**src/hw/udp_frame_pkg.sv**
```systemverilog
`default_nettype none

package udp_frame_pkg;

    ////////////////////////////////////////////////////////////
    // Field types
    ////////////////////////////////////////////////////////////

    typedef logic [47:0] mac_address_t;
    typedef logic [31:0] ipv4_address_t;
    typedef logic [15:0] udp_port_t;
    typedef logic [7:0]  frame_byte_t;

    // Byte counts and payload buffer addresses
    typedef logic [15:0] length_t;

    ////////////////////////////////////////////////////////////
    // Protocol constants
    ////////////////////////////////////////////////////////////

    localparam logic [15:0] ETHERTYPE_IPV4           = 16'h0800;
    localparam logic [7:0]  IPV4_VERSION_IHL         = 8'h45;
    localparam logic [7:0]  IPV4_TOS                 = 8'h00;
    localparam logic [15:0] IPV4_FLAGS_DONT_FRAGMENT = 16'h4000;
    localparam logic [7:0]  IPV4_TTL                 = 8'h80;
    localparam logic [7:0]  IPV4_PROTOCOL_UDP        = 8'h11;

    // Header lengths in bytes
    localparam length_t IPV4_UDP_HEADER_BYTES = 16'd28;
    localparam length_t UDP_HEADER_BYTES      = 16'd8;
    localparam length_t FRAME_HEADER_BYTES    = 16'd42;

    // Shortest frame on the wire, FCS not included
    localparam length_t MIN_FRAME_BYTES = 16'd60;

    ////////////////////////////////////////////////////////////
    // Ethernet FCS
    ////////////////////////////////////////////////////////////

    localparam logic [31:0] CRC32_POLY_REFLECTED = 32'hEDB88320;
    localparam logic [31:0] CRC32_INIT           = 32'hFFFFFFFF;

endpackage

`default_nettype wire

```
**src/hw/header_sequencer.sv**
```systemverilog
`default_nettype none
`timescale 1ns/1ps

module header_sequencer #(
    parameter int INTER_PACKET_GAP_CYCLES = 15
) (
    input  wire                                 clock,
    input  wire                                 reset_n,
    input  wire                                 enable,
    input  wire udp_frame_pkg::mac_address_t    mac_destination,
    input  wire udp_frame_pkg::mac_address_t    mac_source,
    input  wire udp_frame_pkg::ipv4_address_t   ipv4_destination,
    input  wire udp_frame_pkg::ipv4_address_t   ipv4_source,
    input  wire udp_frame_pkg::udp_port_t       udp_destination,
    input  wire udp_frame_pkg::udp_port_t       udp_source,
    input  wire [15:0]                          ipv4_identification,
    input  wire udp_frame_pkg::length_t         payload_size,
    input  wire udp_frame_pkg::frame_byte_t     payload_read_data,
    input  wire                                 full,
    output logic                                ready,
    output udp_frame_pkg::length_t              payload_read_address,
    output logic                                push,
    output udp_frame_pkg::frame_byte_t          push_data,
    output logic                                push_start,
    output logic                                push_last
);

    import udp_frame_pkg::*;

    localparam int IPV4_HEADER_WORDS = 10;
    localparam int HEADER_MSB        = 8 * FRAME_HEADER_BYTES - 1;
    // IPv4 header follows the 14-byte Ethernet header
    localparam int IPV4_WORD_MSB     = HEADER_MSB - 8 * 14;

    typedef enum logic [2:0] {
        S_IDLE,
        S_CHECKSUM,
        S_HEADER,
        S_PAYLOAD,
        S_PAD,
        S_GAP
    } state_t;

    state_t        state;
    logic          accept;
    logic          payload_last;
    length_t       byte_count;
    length_t       payload_index;
    length_t       step_count;
    length_t       saved_payload_size;
    length_t       ipv4_total_length;
    length_t       udp_length;
    mac_address_t  saved_mac_destination;
    mac_address_t  saved_mac_source;
    ipv4_address_t saved_ipv4_destination;
    ipv4_address_t saved_ipv4_source;
    udp_port_t     saved_udp_destination;
    udp_port_t     saved_udp_source;
    logic [15:0]   saved_ipv4_identification;
    logic [15:0]   ipv4_checksum;
    logic [15:0]   checksum_sum;
    logic [15:0]   checksum_word;
    logic [16:0]   checksum_add;
    logic [15:0]   checksum_folded;
    logic [HEADER_MSB:0] header_bits;

    assign accept = (state == S_IDLE) && enable && ready;

    // All 42 header bytes, first byte on the wire in the top bits
    assign header_bits = {saved_mac_destination, saved_mac_source, ETHERTYPE_IPV4,
                          IPV4_VERSION_IHL, IPV4_TOS, ipv4_total_length,
                          saved_ipv4_identification, IPV4_FLAGS_DONT_FRAGMENT,
                          IPV4_TTL, IPV4_PROTOCOL_UDP, ipv4_checksum,
                          saved_ipv4_source, saved_ipv4_destination,
                          saved_udp_source, saved_udp_destination, udp_length, 16'h0000};

    ////////////////////////////////////////////////////////////
    // IPv4 checksum, one header word per cycle
    ////////////////////////////////////////////////////////////

    assign checksum_word   = header_bits[IPV4_WORD_MSB - 16 * int'(step_count[3:0]) -: 16];
    assign checksum_add    = {1'b0, checksum_sum} + {1'b0, checksum_word};
    // End-around carry
    assign checksum_folded = checksum_add[15:0] + {15'd0, checksum_add[16]};

    ////////////////////////////////////////////////////////////
    // Byte emission
    ////////////////////////////////////////////////////////////

    assign payload_last = (payload_index == saved_payload_size - 1'b1);
    assign push         = (state == S_HEADER || state == S_PAYLOAD || state == S_PAD) && !full;
    assign push_start   = (state == S_HEADER) && (byte_count == '0);
    assign push_last    = (state == S_PAYLOAD && payload_last &&
                           byte_count >= MIN_FRAME_BYTES - 1'b1) ||
                          (state == S_PAD && byte_count == MIN_FRAME_BYTES - 1'b1);

    // Next address goes out while the current byte is pushed
    assign payload_read_address = (state == S_PAYLOAD && push && !payload_last) ?
                                  payload_index + 1'b1 : payload_index;

    always_comb begin
        case (state)
            S_HEADER:  push_data = header_bits[HEADER_MSB - 8 * int'(byte_count[5:0]) -: 8];
            S_PAYLOAD: push_data = payload_read_data;
            default:   push_data = '0;
        endcase
    end

    always_ff @(posedge clock or negedge reset_n) begin
        if (!reset_n) begin
            state         <= S_IDLE;
            ready         <= 1'b0;
            byte_count    <= '0;
            payload_index <= '0;
            step_count    <= '0;
        end else begin
            case (state)
                S_IDLE: begin
                    ready <= 1'b1;
                    if (accept) begin
                        ready         <= 1'b0;
                        byte_count    <= '0;
                        payload_index <= '0;
                        step_count    <= '0;
                        state         <= S_CHECKSUM;
                    end
                end
                S_CHECKSUM: begin
                    step_count <= step_count + 1'b1;
                    if (step_count == length_t'(IPV4_HEADER_WORDS - 1)) begin
                        state <= S_HEADER;
                    end
                end
                S_HEADER: begin
                    if (push) begin
                        byte_count <= byte_count + 1'b1;
                        if (byte_count == FRAME_HEADER_BYTES - 1'b1) begin
                            state <= S_PAYLOAD;
                        end
                    end
                end
                S_PAYLOAD: begin
                    if (push) begin
                        byte_count    <= byte_count + 1'b1;
                        payload_index <= payload_index + 1'b1;
                        step_count    <= '0;
                        if (payload_last) begin
                            state <= push_last ? S_GAP : S_PAD;
                        end
                    end
                end
                S_PAD: begin
                    if (push) begin
                        byte_count <= byte_count + 1'b1;
                        if (push_last) begin
                            state <= S_GAP;
                        end
                    end
                end
                default: begin
                    step_count <= step_count + 1'b1;
                    if (step_count == length_t'(INTER_PACKET_GAP_CYCLES - 1)) begin
                        state <= S_IDLE;
                    end
                end
            endcase
        end
    end

    // Captured fields and checksum accumulator
    always_ff @(posedge clock) begin
        if (accept) begin
            saved_mac_destination     <= mac_destination;
            saved_mac_source          <= mac_source;
            saved_ipv4_destination    <= ipv4_destination;
            saved_ipv4_source         <= ipv4_source;
            saved_udp_destination     <= udp_destination;
            saved_udp_source          <= udp_source;
            saved_ipv4_identification <= ipv4_identification;
            saved_payload_size        <= payload_size;
            ipv4_total_length         <= payload_size + IPV4_UDP_HEADER_BYTES;
            udp_length                <= payload_size + UDP_HEADER_BYTES;
            ipv4_checksum             <= '0;
            checksum_sum              <= '0;
        end else if (state == S_CHECKSUM) begin
            checksum_sum <= checksum_folded;
            if (step_count == length_t'(IPV4_HEADER_WORDS - 1)) begin
                ipv4_checksum <= ~checksum_folded;
            end
        end
    end

endmodule

`default_nettype wire

```
**src/hw/frame_byte_fifo.sv**
```systemverilog
`default_nettype none
`timescale 1ns/1ps

module frame_byte_fifo #(
    parameter int FIFO_DEPTH = 8
) (
    input  wire                             clock,
    input  wire                             reset_n,
    input  wire                             push,
    input  wire udp_frame_pkg::frame_byte_t push_data,
    input  wire                             push_start,
    input  wire                             push_last,
    output logic                            full,
    input  wire                             pop,
    output logic                            empty,
    output udp_frame_pkg::frame_byte_t      pop_data,
    output logic                            pop_start,
    output logic                            pop_last
);

    import udp_frame_pkg::*;

    localparam int POINTER_BITS = $clog2(FIFO_DEPTH);
    // Data byte plus start and last flags
    localparam int ENTRY_BITS   = $bits(frame_byte_t) + 2;

    logic [ENTRY_BITS-1:0]   entries [FIFO_DEPTH];
    logic [POINTER_BITS-1:0] write_pointer;
    logic [POINTER_BITS-1:0] read_pointer;
    logic [POINTER_BITS:0]   count;
    logic                    write_ok;
    logic                    read_ok;

    assign full     = (count == (POINTER_BITS + 1)'(FIFO_DEPTH));
    assign empty    = (count == '0);
    assign write_ok = push && !full;
    assign read_ok  = pop && !empty;

    // Head entry is visible without a pop
    assign {pop_start, pop_last, pop_data} = entries[read_pointer];

    always_ff @(posedge clock) begin
        if (write_ok) begin
            entries[write_pointer] <= {push_start, push_last, push_data};
        end
    end

    always_ff @(posedge clock or negedge reset_n) begin
        if (!reset_n) begin
            write_pointer <= '0;
            read_pointer  <= '0;
            count         <= '0;
        end else begin
            if (write_ok) begin
                write_pointer <= (write_pointer == POINTER_BITS'(FIFO_DEPTH - 1)) ?
                                 '0 : write_pointer + 1'b1;
            end
            if (read_ok) begin
                read_pointer <= (read_pointer == POINTER_BITS'(FIFO_DEPTH - 1)) ?
                                '0 : read_pointer + 1'b1;
            end
            count <= count + write_ok - read_ok;
        end
    end

endmodule

`default_nettype wire

```
**src/hw/fcs_appender.sv**
```systemverilog
`default_nettype none
`timescale 1ns/1ps

module fcs_appender (
    input  wire                             clock,
    input  wire                             reset_n,
    input  wire                             empty,
    input  wire udp_frame_pkg::frame_byte_t pop_data,
    input  wire                             pop_start,
    input  wire                             pop_last,
    output logic                            pop,
    output udp_frame_pkg::frame_byte_t      frame_data,
    output logic                            frame_valid,
    output logic                            frame_start,
    output logic                            frame_last
);

    import udp_frame_pkg::*;

    localparam logic [2:0] FCS_BYTES = 3'd4;

    logic [2:0]  fcs_count;
    logic [31:0] crc;

    // Bytewise update, reflected polynomial, LSB first
    function automatic logic [31:0] crc32_byte(input logic [31:0] crc_in,
                                               input frame_byte_t data);
        logic [31:0] value;
        value = crc_in ^ {24'h000000, data};
        for (int bit_index = 0; bit_index < 8; bit_index++) begin
            if (value[0]) begin
                value = (value >> 1) ^ CRC32_POLY_REFLECTED;
            end else begin
                value = value >> 1;
            end
        end
        return value;
    endfunction

    // FIFO holds while the FCS goes out
    assign pop = !empty && (fcs_count == '0);

    ////////////////////////////////////////////////////////////
    // Output byte and CRC register
    ////////////////////////////////////////////////////////////

    always_ff @(posedge clock) begin
        if (pop) begin
            frame_data <= pop_data;
            crc        <= crc32_byte(pop_start ? CRC32_INIT : crc, pop_data);
        end else if (fcs_count != '0) begin
            frame_data <= ~crc[7:0];
            // Next FCS byte moves down
            crc        <= crc >> 8;
        end
    end

    always_ff @(posedge clock or negedge reset_n) begin
        if (!reset_n) begin
            fcs_count   <= '0;
            frame_valid <= 1'b0;
            frame_start <= 1'b0;
            frame_last  <= 1'b0;
        end else begin
            frame_valid <= pop || (fcs_count != '0);
            frame_start <= pop && pop_start;
            frame_last  <= (fcs_count == 3'd1);
            if (pop && pop_last) begin
                fcs_count <= FCS_BYTES;
            end else if (fcs_count != '0) begin
                fcs_count <= fcs_count - 1'b1;
            end
        end
    end

endmodule

`default_nettype wire

```
**src/hw/udp_frame_generator.sv**
```systemverilog
`default_nettype none
`timescale 1ns/1ps

module udp_frame_generator #(
    parameter int INTER_PACKET_GAP_CYCLES = 15,
    parameter int FIFO_DEPTH              = 8
) (
    input  wire                                 clock,
    input  wire                                 reset_n,
    input  wire                                 enable,
    input  wire udp_frame_pkg::mac_address_t    mac_destination,
    input  wire udp_frame_pkg::mac_address_t    mac_source,
    input  wire udp_frame_pkg::ipv4_address_t   ipv4_destination,
    input  wire udp_frame_pkg::ipv4_address_t   ipv4_source,
    input  wire udp_frame_pkg::udp_port_t       udp_destination,
    input  wire udp_frame_pkg::udp_port_t       udp_source,
    input  wire [15:0]                          ipv4_identification,
    input  wire udp_frame_pkg::length_t         payload_size,
    input  wire udp_frame_pkg::frame_byte_t     payload_read_data,
    output logic                                ready,
    output udp_frame_pkg::length_t              payload_read_address,
    output udp_frame_pkg::frame_byte_t          frame_data,
    output logic                                frame_valid,
    output logic                                frame_start,
    output logic                                frame_last
);

    import udp_frame_pkg::*;

    logic        push;
    frame_byte_t push_data;
    logic        push_start;
    logic        push_last;
    logic        full;
    logic        pop;
    logic        empty;
    frame_byte_t pop_data;
    logic        pop_start;
    logic        pop_last;

    ////////////////////////////////////////////////////////////
    // Header sequencer, byte FIFO, FCS appender
    ////////////////////////////////////////////////////////////

    header_sequencer #(
        .INTER_PACKET_GAP_CYCLES (INTER_PACKET_GAP_CYCLES)
    ) header_sequencer_i (
        .clock                (clock),
        .reset_n              (reset_n),
        .enable               (enable),
        .mac_destination      (mac_destination),
        .mac_source           (mac_source),
        .ipv4_destination     (ipv4_destination),
        .ipv4_source          (ipv4_source),
        .udp_destination      (udp_destination),
        .udp_source           (udp_source),
        .ipv4_identification  (ipv4_identification),
        .payload_size         (payload_size),
        .payload_read_data    (payload_read_data),
        .full                 (full),
        .ready                (ready),
        .payload_read_address (payload_read_address),
        .push                 (push),
        .push_data            (push_data),
        .push_start           (push_start),
        .push_last            (push_last)
    );

    frame_byte_fifo #(
        .FIFO_DEPTH (FIFO_DEPTH)
    ) frame_byte_fifo_i (
        .clock      (clock),
        .reset_n    (reset_n),
        .push       (push),
        .push_data  (push_data),
        .push_start (push_start),
        .push_last  (push_last),
        .full       (full),
        .pop        (pop),
        .empty      (empty),
        .pop_data   (pop_data),
        .pop_start  (pop_start),
        .pop_last   (pop_last)
    );

    fcs_appender fcs_appender_i (
        .clock       (clock),
        .reset_n     (reset_n),
        .empty       (empty),
        .pop_data    (pop_data),
        .pop_start   (pop_start),
        .pop_last    (pop_last),
        .pop         (pop),
        .frame_data  (frame_data),
        .frame_valid (frame_valid),
        .frame_start (frame_start),
        .frame_last  (frame_last)
    );

endmodule

`default_nettype wire

```
**config.mk**
```make
export PLATFORM = sky130hd
export DESIGN_NAME = udp_frame_generator
export DESIGN_NICKNAME = d
export VERILOG_FILES = /design/src/hw/udp_frame_pkg.sv /design/src/hw/header_sequencer.sv /design/src/hw/frame_byte_fifo.sv /design/src/hw/fcs_appender.sv /design/src/hw/udp_frame_generator.sv
export SDC_FILE = /design/constraint.sdc
export NUM_CORES = 1
export LEC_CHECK = 0
export ABC_AREA = 1
export BUFFER_PORTS_ARGS = -buffer_cell sky130_fd_sc_hd__buf_2
export CORE_MARGIN = 10
export CORE_UTILIZATION = 65
export CTS_CLUSTER_SIZE = 16
export DETAILED_ROUTE_END_ITERATION = 12
export GPL_TIMING_DRIVEN = 0
export PLACE_DENSITY = 0.87
export RECOVER_POWER = 50
export SLEW_MARGIN = 40
export SYNTH_ARGS = -nofsm -noshare
export SYNTH_HDL_FRONTEND = slang
export SYNTH_SLANG_ARGS = --single-unit
```
**constraint.sdc**
```tcl
create_clock -name clock -period 13.2 [get_ports clock]
set_input_delay 1.32 -clock clock [delete_from_list [all_inputs] [get_ports clock]]
set_output_delay 1.32 -clock clock [all_outputs]
set_load 0.005 [all_outputs]
```
Yosys cells after proc, flatten, opt, wreduce, memory -nomap -nowiden
Memories as Yosys holds them, arrays and structs flattened.
Index checks and enable logic that the tools add are counted.
{"block": "totals", "reg_bits": 396, "latchBits": 0, "mem_bits_rw": 80, "mem_bits_ro": 0, "input_bits": 235, "out_inout_bits": 28, "word_cells": 164, "n_memories": 1}
{"name": "frame_byte_fifo_i.entries", "words": 8, "width": 10, "rd": 1, "rd_clocked_by_memory_dff": 0, "wr": 1, "line": "frame_byte_fifo.sv:27", "text": "logic [ENTRY_BITS-1:0] entries [FIFO_DEPTH];"}
{"block": "classes", "add_sub_neg": 15, "n_mul": 0, "div_mod_pow": 0, "magnitude_cmp": 1, "n_eq_ne": 22, "shifts": 2, "n_mux": 47, "bitwise": 12, "reduce_logical": 38}
{"cell": "$mux W32", "count": 18}
{"cell": "$shiftx A351 B32 Y16", "count": 1}
{"cell": "$shiftx A343 B32 Y8", "count": 1}
{"cell": "$not A13 Y14", "count": 8}
{"cell": "$mux W16", "count": 5}
{"cell": "$pmux W16 S2", "count": 2}
{"cell": "$add A16 B1 Y16 const B", "count": 3}
{"cell": "$pmux W16 S3", "count": 1}
{"cell": "$mux W3", "count": 13}
{"cell": "$eq A16 B4 Y1 const B", "count": 2}
{"cell": "$eq A16 B6 Y1 const B", "count": 2}
{"cell": "$xor A32 B8 Y32", "count": 1}
{"cell": "$add A16 B16 Y17", "count": 1}
{"cell": "$add A16 B1 Y16", "count": 1}
{"cell": "$add A16 B4 Y16 const B", "count": 1}
{"cell": "$add A16 B5 Y16 const B", "count": 1}
{"cell": "$eq A16 B16 Y1", "count": 1}
{"cell": "$ge A16 B6 Y1 const B", "count": 1}
{"cell": "$logic_not A16 Y1", "count": 1}
{"cell": "$mux W8", "count": 2}
{"cell": "$ne A2 B1 Y1 const B", "count": 8}
{"cell": "$not A16 Y16", "count": 1}
{"cell": "$pmux W8 S2", "count": 1}
{"cell": "$sub A16 B1 Y16 const B", "count": 1}
{"cell": "other kinds (28)", "count": 60}

Depth between registers and ports, before layout
An unclocked memory read counts as a cell.
{"block": "depth", "word_depth": 27, "ltp_mapped": 31, "ltp_nobuf": 29}

Cells and area by module
From an unflattened synthesis, not the netlist that was laid out.
{"block": "hier_totals", "cells_unflattened": 3147, "hier_area_um2": 26492.9}
{"mod": "header_sequencer", "n_inst": 1, "cells_per_inst": 2313, "area_each_um2": 19122.1, "seq_area_each_um2": 9479.1}
{"mod": "frame_byte_fifo", "n_inst": 1, "cells_per_inst": 425, "area_each_um2": 4196.5, "seq_area_each_um2": 2652.5}
{"mod": "fcs_appender", "n_inst": 1, "cells_per_inst": 409, "area_each_um2": 3174.3, "seq_area_each_um2": 1351.3}

Least setup slack after synthesis
No wires, ideal clock.
{"block": "synth_path", "path_kind": "input to register", "start": "input enable", "end": "register header_sequencer_i.byte_count[11]", "setup_ns": 0.483, "arrival_time_ns": 8.760, "setup_slack_ns": 3.957, "path_stages": 4, "n_path_buf": 1, "path_cell_list": "nand2_1 -> nor2_4 -> clkbuf_1 -> nor3_1"}
{"block": "synth_between", "elab_chain_len": 4}
{"element": "start: declaration", "line": "udp_frame_generator.sv:10", "text": "input wire enable,"}
{"element": "$logic_and A1 B1 Y1 (2 in series)", "line": "header_sequencer.sv:67", "text": "assign accept = (state == S_IDLE) && enable && ready;"}
{"element": "named net header_sequencer_i.accept", "line": "header_sequencer.sv:45", "text": "logic accept;"}
{"element": "$ne A2 B1 Y1 (no source line)"}
{"element": "$reduce_and A3 Y1 (no source line)"}
{"element": "end signal: assignment", "line": "header_sequencer.sv:136", "text": "byte_count <= byte_count + 1'b1;"}
{"element": "end signal: assignment", "line": "header_sequencer.sv:144", "text": "byte_count <= byte_count + 1'b1;"}
{"element": "end signal: assignment", "line": "header_sequencer.sv:154", "text": "byte_count <= byte_count + 1'b1;"}
{"element": "end: declaration", "line": "header_sequencer.sv:47", "text": "length_t byte_count;"}
The timed path passes the listed nets, and every way through them passes these cells.
A chain may end at the register's enable or synchronous reset.

Worst setup path after layout
{"block": "layout_path", "start": "register header_sequencer_i.step_count[1]", "end": "register header_sequencer_i.checksum_sum[14]"}
{"block": "layout_between", "elab_chain_len": 4}
{"element": "start: declaration", "line": "header_sequencer.sv:49", "text": "length_t step_count;"}
{"element": "start signal: assignment", "line": "header_sequencer.sv:129", "text": "step_count <= step_count + 1'b1;"}
{"element": "start signal: assignment", "line": "header_sequencer.sv:161", "text": "step_count <= step_count + 1'b1;"}
{"element": "$sub A8 B8 Y9", "line": "header_sequencer.sv:81", "text": "assign checksum_word = header_bits[IPV4_WORD_MSB - 16 * int'(step_count[3:0]) -: 16];"}
{"element": "$shiftx A351 B32 Y16", "line": "header_sequencer.sv:81"}
{"element": "$add A16 B16 Y17", "line": "header_sequencer.sv:82", "text": "assign checksum_add = {1'b0, checksum_sum} + {1'b0, checksum_word};"}
{"element": "$add A16 B1 Y16", "line": "header_sequencer.sv:84", "text": "assign checksum_folded = checksum_add[15:0] + {15'd0, checksum_add[16]};"}
{"element": "end signal: assignment", "line": "header_sequencer.sv:186", "text": "checksum_sum <= checksum_folded;"}
{"element": "end: declaration", "line": "header_sequencer.sv:61", "text": "logic [15:0] checksum_sum;"}
Every way passes these cells.

==> out/qor.txt <==
Final period utilization: 49.45%
Synth Register Bits: 471
Max-capacitance violation count: 4
Number of I/O pins: 263
Switching power share of the total: 20.53%
Fraction of layout instances using a drive strength above 1: 13.04%
Slew @ Worst Pin: 3084 ps
Chip width: 218.9 um
Number of flops mapped to enable cells by yosys: 371
Finished Core Util: 74.95%
Setup repair after global routing missed its margin: false
VDD IR-drop max: 0.0001912 V
Power per unit of standard cell area: 100.9 nW/um^2
Vertical die dimension: 218.9 um
Outcome: finished, violations left
Number of clock sinks: 471
Initial antenna violation count: 0
Number of warning messages in the yosys log: 0
Setup_tns: 0 ps
Shortest period the worst path allows: 6527 ps
Maximum clock rate: 153.2 MHz
Share of synthesized flip-flops with an asynchronous set or reset: 14.44%
Routed wire length per instance: 24.78 um
Violations in the final reports: capacitance limit, slew limit
Worst Clk Skew: 24.84 ps
Wire length of the first global-routing pass: 140900 um
Via count: 24780
Setup violations, final: 0
Die Footprint: 47920 um^2
Element type at the critical path start: flop
Seq/Total Area, Yosys: 52.44%
Hold_buf cts: 0
Worst reg-to-reg path cell count: 26
TritonCTS clock tree: done
Number of nets with antenna violations after routing: 0
Worst slew slack as a fraction of its limit: -105.6%
Post-detailed-routing wire length: 95140 um
Post-synthesis instance area: 25710 um^2
Vias in the first global route: 24020
Via density per instance: 6.456
Sequential share of power: 54.2%
Clk root buf: sky130_fd_sc_hd__clkbuf_16
Total routing usage reported by global routing: 38.82%
Clock-pin transition on the worst setup and hold timing paths: 70 ps
Initial core utilization: 66.07%
Synth Flop Type: sky130_fd_sc_hd__edfxtp_1
Worst Path Arrival: 7010 ps
Number of H-tree levels: 2
Average cell area after synthesis: 8.672 um^2
Nets: 3571
Mapped Cells: 2965
Buffer levels on the longest clock path: 3
Leak Pwr: 12.57 nW
Slowest stage delay, CP: 680 ps
Fraction of synthesized cell area taken by the top area cell type: 43.33%
Number of max-slew violations in the final report: 157
Start-to-end type of the worst setup path: reg -> reg
Logic pwr share: 1.8%
Clock network fraction of design power: 44.0%
Top post-synthesis cells by area: sky130_fd_sc_hd__edfxtp_1 43%, sky130_fd_sc_hd__nand2_1 11%, sky130_fd_sc_hd__dfrtp_1 6.6%, sky130_fd_sc_hd__nand3_1 5.1%, sky130_fd_sc_hd__inv_1 4.1%
Class of the tightest hold or removal check: reg -> reg
Critical path peak fanout: 10
Insertion delay of the later-clocked pin in the worst-skew pair: 600 ps
Setup fix buffers added after clock tree synthesis: 0
CTS resizes: 0
Maximum number of pins on one net before global-route repair: 54
Net count after synthesis: 3249
Most numerous cell on the critical path: sky130_fd_sc_hd__nand2_1
Total Power Consumption: 0.002942 W
Distinct cell type count of the synthesized netlist: 64
Number of DRC markers after the initial detailed-route iteration: 4603
Synth area leader: sky130_fd_sc_hd__edfxtp_1
Worst Hold Path Cells: 1
Number of placement rows: 72
Number of buffers added by the clock tree synthesis step: 47
Master of the slowest instance on the critical path: sky130_fd_sc_hd__clkbuf_1
Endpoint class of the critical path: flop
Switching Power: 0.0006038 W
Final Hold Vio Count: 0
Endpoint required time on the critical path: 13680 ps
RePlAce Congestion: 1.076
Cell internal pwr: 0.002338 W
Leftover overflow at the end of global routing: 0
DR DRC count: 0
Area Growth Syn to Fin: 13.43%
Iteration count of the initial detailed-routing pass: 6
Port buffer count: 262
Core Box Area: 38920 um^2
HPWL reported at the end of detailed placement: 70130 um
## logic make-up (layout without fill, tap and decap cells)
family	count (synthesis)	in the layout	synth area share (%)
xor+xnor	104	104	3.674
simple gates	1425	1425	23.80
compound gates	493	493	10.89
flops	471	471	52.44
buf+inv	423	778	6.759
fa+ha+maj	49	49	2.443
other cells	0	1	0
## cell type report
class / count / area [um^2]
multi-input combinational: 2071 / 10490
inverter: 298 / 1121
sequential: 471 / 13480
timing repair buffer: 273 / 1366
tap: 518 / 648.1
antenna: 1 / 2.502
clock buffer: 58 / 1261
fill: 2651 / 9749
buffer: 125 / 611.8
clock inverter: 24 / 186.4
## layer usage
metal | track usage, % | part of all wire [%] | vias to the layer above
met5 | 0 | 0 | -
met4 | 23.97 | 7.0 | 0
met3 | 9.216 | 13 | 501
met2 | 61.56 | 45 | 2139
met1 | 47.49 | 35 | 11470
li1 | - | - | 10670
## critical path, delay by kind of cell (launching register included)
family	cells	cell delay, ps
flops	1	440
compound gates	5	830
fa+ha+maj	3	750
simple gates	13	2550
buf+inv	5	1870
## through the flow
step | setup WS, ps | cell area (um^2) | hold slack [ps] | instances
floorplan | 3957 | 25710 | 440.6 | 2965
global placement | 1720 | 27670 | 455.5 | 3745
detailed placement | 7092 | 27900 | 472.4 | 3756
CTS | 7053 | 29350 | 480.2 | 3838
global route | 6430 | 29170 | 509.8 | 3838
finish | 6673 | 29170 | 485.5 | 3839
## flip-flops by register name, indices dropped and copies added, names as in the netlist, 32 cells and up
name	flops
header_sequencer_i.saved_mac_source	48
fcs_appender_i.crc	32
header_sequencer_i.saved_ipv4_source	32
header_sequencer_i.saved_ipv4_destination	32
frame_byte_fifo_i.entries	80
header_sequencer_i.saved_mac_destination	48
## synth_stat cells, drive strengths merged, types with 31 or more instances
library cell and instances:
nand3 266, o211ai 31, o21ai 215, nand4 37
xor2 63, nor3 32, ha 47, buf 56
inv 295, a21oi 153, edfxtp 371, dfrtp 68
xnor2 41, nor2 256, nand2 800, dfxtp 32
clkbuf 69
## layout by cell type (no fill, tap or decap), types with 41 or more instances in the layout
cell type,count
sky130_fd_sc_hd__buf_2,242
sky130_fd_sc_hd__edfxtp_1,371
sky130_fd_sc_hd__clkbuf_16,47
sky130_fd_sc_hd__ha_1,47
sky130_fd_sc_hd__xnor2_1,41
sky130_fd_sc_hd__dfrtp_1,68
sky130_fd_sc_hd__clkbuf_1,126
sky130_fd_sc_hd__nand2_1,768
sky130_fd_sc_hd__xor2_1,59
sky130_fd_sc_hd__o21ai_0,188
sky130_fd_sc_hd__nor2_1,242
sky130_fd_sc_hd__nand3_1,262
sky130_fd_sc_hd__inv_1,283
sky130_fd_sc_hd__a21oi_1,153
## path summary, 6_finish.rpt
kind / startpoint / end / slack [ps]
setup / recovery: header_sequencer_i.step_count[1]$_DFFE_PN0P_ / header_sequencer_i.checksum_sum[14]$_SDFFE_PP0P_ / 6670
hold / removal: fcs_appender_i.fcs_count[2]$_DFFE_PN0P_ / fcs_appender_i.frame_last$_DFF_PN0_ / 490
setup reg to reg: header_sequencer_i.step_count[1]$_DFFE_PN0P_ / header_sequencer_i.checksum_sum[14]$_SDFFE_PP0P_ / 6670
hold reg to reg: fcs_appender_i.fcs_count[2]$_DFFE_PN0P_ / fcs_appender_i.frame_last$_DFF_PN0_ / 490
max in group asynchronous: reset_n / fcs_appender_i.frame_start$_DFF_PN0_ / 8950
min in group asynchronous: reset_n / header_sequencer_i.payload_index[10]$_DFFE_PN0P_ / 820
## power groups by stage
stage                     Clock, W  Combinational (W)  Sequential, W
after floorplan                  0         0.00000732        0.00163
after global placement           0          0.0000518        0.00163
after global routing       0.00135          0.0000588        0.00159
after CTS                  0.00129          0.0000565        0.00159
after detailed placement         0          0.0000561        0.00163
final                      0.00129          0.0000543        0.00159
No activity file was read; power rests on OpenSTA's default activity.
